==> src/source/icache_pkg.sv <==
package icache_pkg;

    // cache geometry
    localparam int num_ways     = 2;
    localparam int index_width  = 6;
    localparam int offset_width = 6;
    localparam int tag_width    = 20;                 // addr[31:12]
    localparam int num_sets     = 1 << index_width;
    localparam int line_bits    = 512;
    localparam int cookie_width = 32;

    // exception codes
    localparam int exc_width = 7;
    localparam logic [exc_width-1:0] exc_none = 7'h00;
    localparam logic [exc_width-1:0] exc_adef = 7'h08; // fetch address error

    typedef enum logic [2:0] {
        st_idle,
        st_lookup,
        st_miss,
        st_refill,
        st_cacop
    } icache_state_e;

    // cache operation codes
    typedef enum logic [1:0] {
        op_store_tag = 2'b00,
        op_index_inv = 2'b01,
        op_hit_inv   = 2'b10
    } cacop_op_e;

endpackage

==> src/source/icache_ctrl.sv <==
`timescale 1ns/1ps

module icache_ctrl (
    input  logic                                clk,
    input  logic                                rstn,
    input  logic                                i_rvalid,
    input  logic [31:0]                         i_raddr,
    input  logic                                i_uncache,
    input  logic [icache_pkg::cookie_width-1:0] i_cookie,
    input  logic                                i_cacop_en,
    input  icache_pkg::cacop_op_e               i_cacop_code,
    input  logic [icache_pkg::num_ways-1:0]     i_way_hit,
    input  logic                                i_mem_rready,
    output logic                                o_rready,
    output logic [31:0]                         o_pc,
    output logic [icache_pkg::cookie_width-1:0] o_cookie,
    output logic [icache_pkg::exc_width-1:0]    o_exception,
    output logic [31:0]                         o_badv,
    output logic                                o_cacop_ready,
    output logic                                o_cacop_done,
    output logic                                o_mem_rvalid,
    output logic [31:0]                         o_mem_raddr,
    output logic [icache_pkg::index_width-1:0]  o_rd_index,
    output logic [icache_pkg::index_width-1:0]  o_wr_index,
    output logic [icache_pkg::tag_width-1:0]    o_wr_tag,
    output logic [icache_pkg::tag_width-1:0]    o_lookup_tag,
    output logic [icache_pkg::num_ways-1:0]     o_way_we,
    output logic                                o_way_clear,
    output logic                                o_from_refill,
    output logic                                o_uncache,
    output logic [2:0]                          o_dw_sel
);
    import icache_pkg::*;

    logic [31:0]             req_q;
    logic [cookie_width-1:0] cookie_q;
    logic                    uncache_q;
    logic                    cacop_q;
    cacop_op_e               cacop_code_q;
    icache_state_e           state_q, state_d;
    logic [num_sets-1:0]     lru_q;        // way to evict next in each set
    logic [index_width-1:0]  req_index;
    logic [num_ways-1:0]     victim_mask;
    logic                    is_adef;
    logic                    cache_hit;
    logic                    ready;
    logic                    accept;
    logic                    lru_we;
    logic                    lru_way;      // way just used

    assign accept    = ready && (i_rvalid || i_cacop_en);
    assign req_index = req_q[offset_width +: index_width];
    assign cache_hit = |i_way_hit;

    // request buffers
    always_ff @(posedge clk) begin
        if (accept) begin
            req_q    <= i_raddr;
            cookie_q <= i_cookie;
        end
    end

    always_ff @(posedge clk) begin
        if (!rstn) begin
            uncache_q    <= 1'b0;
            cacop_q      <= 1'b0;
            cacop_code_q <= op_store_tag;
        end else if (accept) begin
            uncache_q    <= i_uncache && !i_cacop_en;
            cacop_q      <= i_cacop_en;   // cacop wins over a fetch
            cacop_code_q <= i_cacop_code;
        end
    end

    // misaligned fetch is never raised for a cache op
    assign is_adef     = !cacop_q && (req_q[1:0] != 2'b00);
    assign o_exception = is_adef ? exc_adef : exc_none;
    assign o_badv      = is_adef ? req_q : 32'h0;

    always_comb begin
        victim_mask = '0;
        if (cacop_q) begin
            case (cacop_code_q)
                op_store_tag, op_index_inv: victim_mask[req_q[0]] = 1'b1; // way from addr bit 0
                op_hit_inv:                 victim_mask = i_way_hit;
                default:                    victim_mask = '0;
            endcase
        end else begin
            victim_mask[lru_q[req_index]] = 1'b1;
        end
    end

    always_ff @(posedge clk) begin
        if (!rstn) begin
            lru_q <= '0;
        end else if (lru_we) begin
            lru_q[req_index] <= ~lru_way;
        end
    end

    always_ff @(posedge clk) begin
        if (!rstn) begin
            state_q <= st_idle;
        end else begin
            state_q <= state_d;
        end
    end

    always_comb begin
        state_d      = state_q;
        ready        = 1'b0;
        o_rready     = 1'b0;
        o_mem_rvalid = 1'b0;
        o_cacop_done = 1'b0;
        o_way_we     = '0;
        o_way_clear  = 1'b0;
        lru_we       = 1'b0;
        lru_way      = 1'b0;
        case (state_q)
            st_idle: begin
                ready = 1'b1;
            end
            st_lookup: begin
                if (is_adef) begin
                    o_rready = 1'b1;
                    state_d  = st_idle;
                end else if (uncache_q || !cache_hit) begin
                    state_d = st_miss;
                end else begin
                    o_rready = 1'b1;
                    ready    = 1'b1;
                    lru_we   = 1'b1;
                    lru_way  = i_way_hit[1];
                    state_d  = st_idle;
                end
            end
            st_miss: begin
                o_mem_rvalid = 1'b1;
                if (i_mem_rready) state_d = st_refill;
            end
            st_refill: begin
                ready   = 1'b1;
                state_d = st_idle;
                if (cacop_q) begin
                    o_cacop_done = 1'b1;
                end else begin
                    o_rready = 1'b1;
                    if (!uncache_q) begin // allocate into the LRU victim
                        o_way_we = victim_mask;
                        lru_we   = 1'b1;
                        lru_way  = lru_q[req_index];
                    end
                end
            end
            st_cacop: begin
                o_way_clear = 1'b1;
                o_way_we    = victim_mask;
                state_d     = st_refill;
            end
            default: state_d = st_idle;
        endcase
        if (accept) state_d = i_cacop_en ? st_cacop : st_lookup;
    end

    assign o_cacop_ready = ready;
    assign o_pc          = req_q;
    assign o_cookie      = cookie_q;
    assign o_mem_raddr   = uncache_q ? {req_q[31:3], 3'b000} : {req_q[31:6], 6'b000000};
    assign o_rd_index    = i_raddr[offset_width +: index_width]; // read at acceptance
    assign o_wr_index    = req_index;
    assign o_wr_tag      = req_q[31 -: tag_width];
    assign o_lookup_tag  = req_q[31 -: tag_width];
    assign o_from_refill = (state_q == st_refill);
    assign o_uncache     = uncache_q;
    assign o_dw_sel      = req_q[5:3];

    // memory request holds with a stable address until taken
    a_mem_req_hold: assert property (@(posedge clk) disable iff (!rstn)
        o_mem_rvalid && !i_mem_rready |=> o_mem_rvalid && $stable(o_mem_raddr));

endmodule

==> config.mk <==
export PLATFORM = sky130hd
export DESIGN_NAME = icache_ctrl
export DESIGN_NICKNAME = d
export VERILOG_FILES = /design/src/source/icache_pkg.sv /design/src/source/icache_ctrl.sv
export SDC_FILE = /design/constraint.sdc
export NUM_CORES = 1
export LEC_CHECK = 0
export ABC_CLOCK_PERIOD_IN_PS = 3250
export BUFFER_PORTS_ARGS = -buffer_cell sky130_fd_sc_hd__buf_4
export CAP_MARGIN = 20
export CORE_MARGIN = 10
export CORE_UTILIZATION = 40
export DETAILED_ROUTE_END_ITERATION = 12
export PLACE_DENSITY_LB_ADDON = 0.25
export SLEW_MARGIN = 20
export SYNTH_ARGS = -nofsm -noshare
export SYNTH_HDL_FRONTEND = slang
export SYNTH_SLANG_ARGS = --single-unit
export TNS_END_PERCENT = 10
==> constraint.sdc <==
create_clock -name clk -period 3.25 [get_ports clk]
set_clock_uncertainty 0.1 [all_clocks]
set_input_delay 0.65 -clock clk [delete_from_list [all_inputs] [get_ports clk]]
set_output_delay 0.65 -clock clk [all_outputs]
set_load 0.02 [all_outputs]
==> results.md <==
* Cell area after synthesis at 0.007606 sq mm
* Clk Tree Root Cell: clkbuf_16
* Worst path max stage delay at 490 ps
* CTS tree: done
* TritonCTS Buffers at 17
* PnR worst setup slack at -211.1 ps
* Run status: finished with violations
* DP Area at 0.009306 sq mm
* # DRC at 0
* Most frequent cells in the layout: 299 x buf_4, 126 x nand2_1, 75 x mux2_2
* Vias in the first global route at 6343
* Crit-path cells: buf_6, buf_12, mux4_2, a22o_1, a221oi_2, nand2_2, o32a_1, buf_6
* Met2 wire length at 13.03 mm
* Max Clock Freq at 0.2889 GHz
* Die H at 157.9 microns
* Final max-slew violation count at 0
* Non-filler cells in the finished layout at 1212
* Startpoint Class: flop
* Highest metal used: met4
* Sequential Area at 0.003343 sq mm
* Slew Limit Headroom at 33.61%
* Worst-path fanout max at 8
* Clk sinks at 135
* Dpl hpwl at 19.58 mm
* Avg Inst Size Synth at 9.665 sq um
* Critical Path End Type: primary output
* Worst path arrival time at 2710 ps
* Mapped Cells at 787
* Worst setup path start: o_pc[6]$_DFFE_PP_
* Commonest non-fill, non-tap cell in the layout: buf_4
* DR vias at 6615
* Area Growth Syn to Fin at 31.17%
* DR vias/cell at 5.458
* PD cells at 544.0 mW/mm^2
* Routed Antenna Nets at 0
* Clock insertion delay at the later pin of the skew report at 430 ps
* Max-cap violations at 0
* Post-route cell area at 0.009977 sq mm
* Initial Utilization at 40.66%
* Die Wd at 157.9 microns
* Initial DRT Pass Iterations at 6
* IO Pins at 273
* Initial antenna violation count at 0
* Fin crit share at 106.5%
* Worst-margin pin slew at 988.2 ps
* Final setup fails at 2
* Layout fillers at 1686
* Die ar. at 0.02493 sq mm
* Final #Nets at 1039
* WHS at 289.7 ps
* HP Start: i_cookie[17]
* CTS Buffer Depth at 2
* H-tree depth at 4
* # hold bufs at CTS at 0
* Placed cell count at 1173
* FF+latch count, synth at 135
* Hold Crit Class: in -> reg
* Sequential area share after synthesis at 43.95%
* Met3 WL post-DR at 2.267 mm
* Total negative slack at -330.1 ps
* Post-synth ARST share at 0%
* First-pass GRT wire length at 39.79 mm
* Global route overflow at 0
* Final core utilization at 53.34%
* Detailed Route WL at 26.61 mm
* Clock Pin Slew Worst Setup and Hold Paths at 70 ps
* WP data required at 2500 ps
* Port Buf Inserts at 263
* CORE AREA at 0.01871 sq mm
* Detailed router's first-iteration violation count at 713
* Post-synth EDFFs at 64
* Synth cell types at 53
* Synth Flop Type: dfxtp_1
* DR WL/cell at 21.96 microns
* Critical path class: reg -> out
* Failing checks: negative setup slack
* Final Wtd Congestion at 0.8735
* Fraction of layout cells with a size suffix above 1 at 45.40%
* Leakage power at 3.886 nW
* Tmin final at 3461 ps
* Slowest stage cell, crit path: mux4_2
* Total of warnings raised by yosys at 0
* M1 wire length at 10.80 mm
* Global Route Usage Sum at 21.04%
* Post-route total power at 5.428 mW
* VDD IR max at 0.3839 mV
* CP most frequent cell: buf_6
* Largest net degree at the start of global routing at 70
* Final Hold Fails at 0
* RSZ-0062 raised after global routing: true
* R2r startpoint: cacop_q$_SDFFE_PN0P_
* Row count at 50
* Pre-CTS WS at 138.2 ps
* Multi-input gate area at 0.003332 sq mm
* Ant diodes at 0
[what timing repair did]
action                     4_1_cts  5_1_grt
cloned                           1        0
buffers inserted                 5        0
setup endpoints to repair        2        2
pin swaps                        3        3
resized for setup                9        2
[cell usage after synthesis, drive strengths merged (6+ instances only)]
cell type,instances,share of area (%)
nor2,17,0.84
mux2,75,11
and3,8,0.66
clkbuf,44,2.2
dfxtp,71,19
edfxtp,64,25
nor3,11,0.72
nand2,127,6.3
inv,9,0.44
nor4,16,1.3
o21ai,52,3.4
buf,114,11
mux4,11,3.3
and2,37,3.0
nand3,6,0.39
o31ai,16,1.6
nand4,49,4.0
nor2b,8,0.66
[registers in the layout (all words and copies together), names as in the netlist]
name          cells
lru_q            64
o_cookie         32
o_pc             32
state_q           3
cacop_code_q      2
cacop_q           1
o_uncache         1
[area by class of cell]
cell class                      count  share of cell area (%)
Timing Repair Buffer              309                   24.20
Inverter                            9                  0.3386
Tap cell                          234                   2.935
Multi-Input combinational cell    493                   33.40
Clock buffer                       17                   4.264
Clock inverter                     15                   1.354
Sequential cell                   135                   33.51
[critical path, delay by kind of cell (launching register included)]
family                 cells  cell delay [ps]
and+or+nand+nor            1              110
muxes                      1              490
DFF                        1              340
AOI/OAI and AO/OA          3              890
buffers and inverters      3              450
[worst paths after layout]
path	endpoint	slack (ps)	cells after the start
min reg2reg	cacop_code_q[0]$_SDFFE_PN0P_	420	2
max	o_way_we[1]	-210	8
min	o_cookie[17]$_DFFE_PP_	290	1
max reg2reg	lru_q[58]$_SDFFE_PN0P_	560	6
[cell families after synthesis]
kind of cell / count (synthesis) / share of synthesized area [%]
DFF: 135 / 43.95
and+or+nand+nor: 297 / 19.89
buffers and inverters: 167 / 13.19
other: 1 / 0.04930
muxes: 89 / 14.76
AOI/OAI and AO/OA: 98 / 8.159
[routing by layer]
layer	vias up	track usage [%]
met1	3149	26.13
met3	42	5.346
met2	338	35.20
met5	-	0
met4	0	6.189
li1	3086	-
[report_power, final]
group / leakage (nW) / internal [mW] / switching, mW
sequential: 1.20 / 1.92 / 0.0959
combinational: 2.40 / 0.598 / 0.971
clock: 0.282 / 1.01 / 0.835
Note: power is estimated with default switching activity, not from simulation.
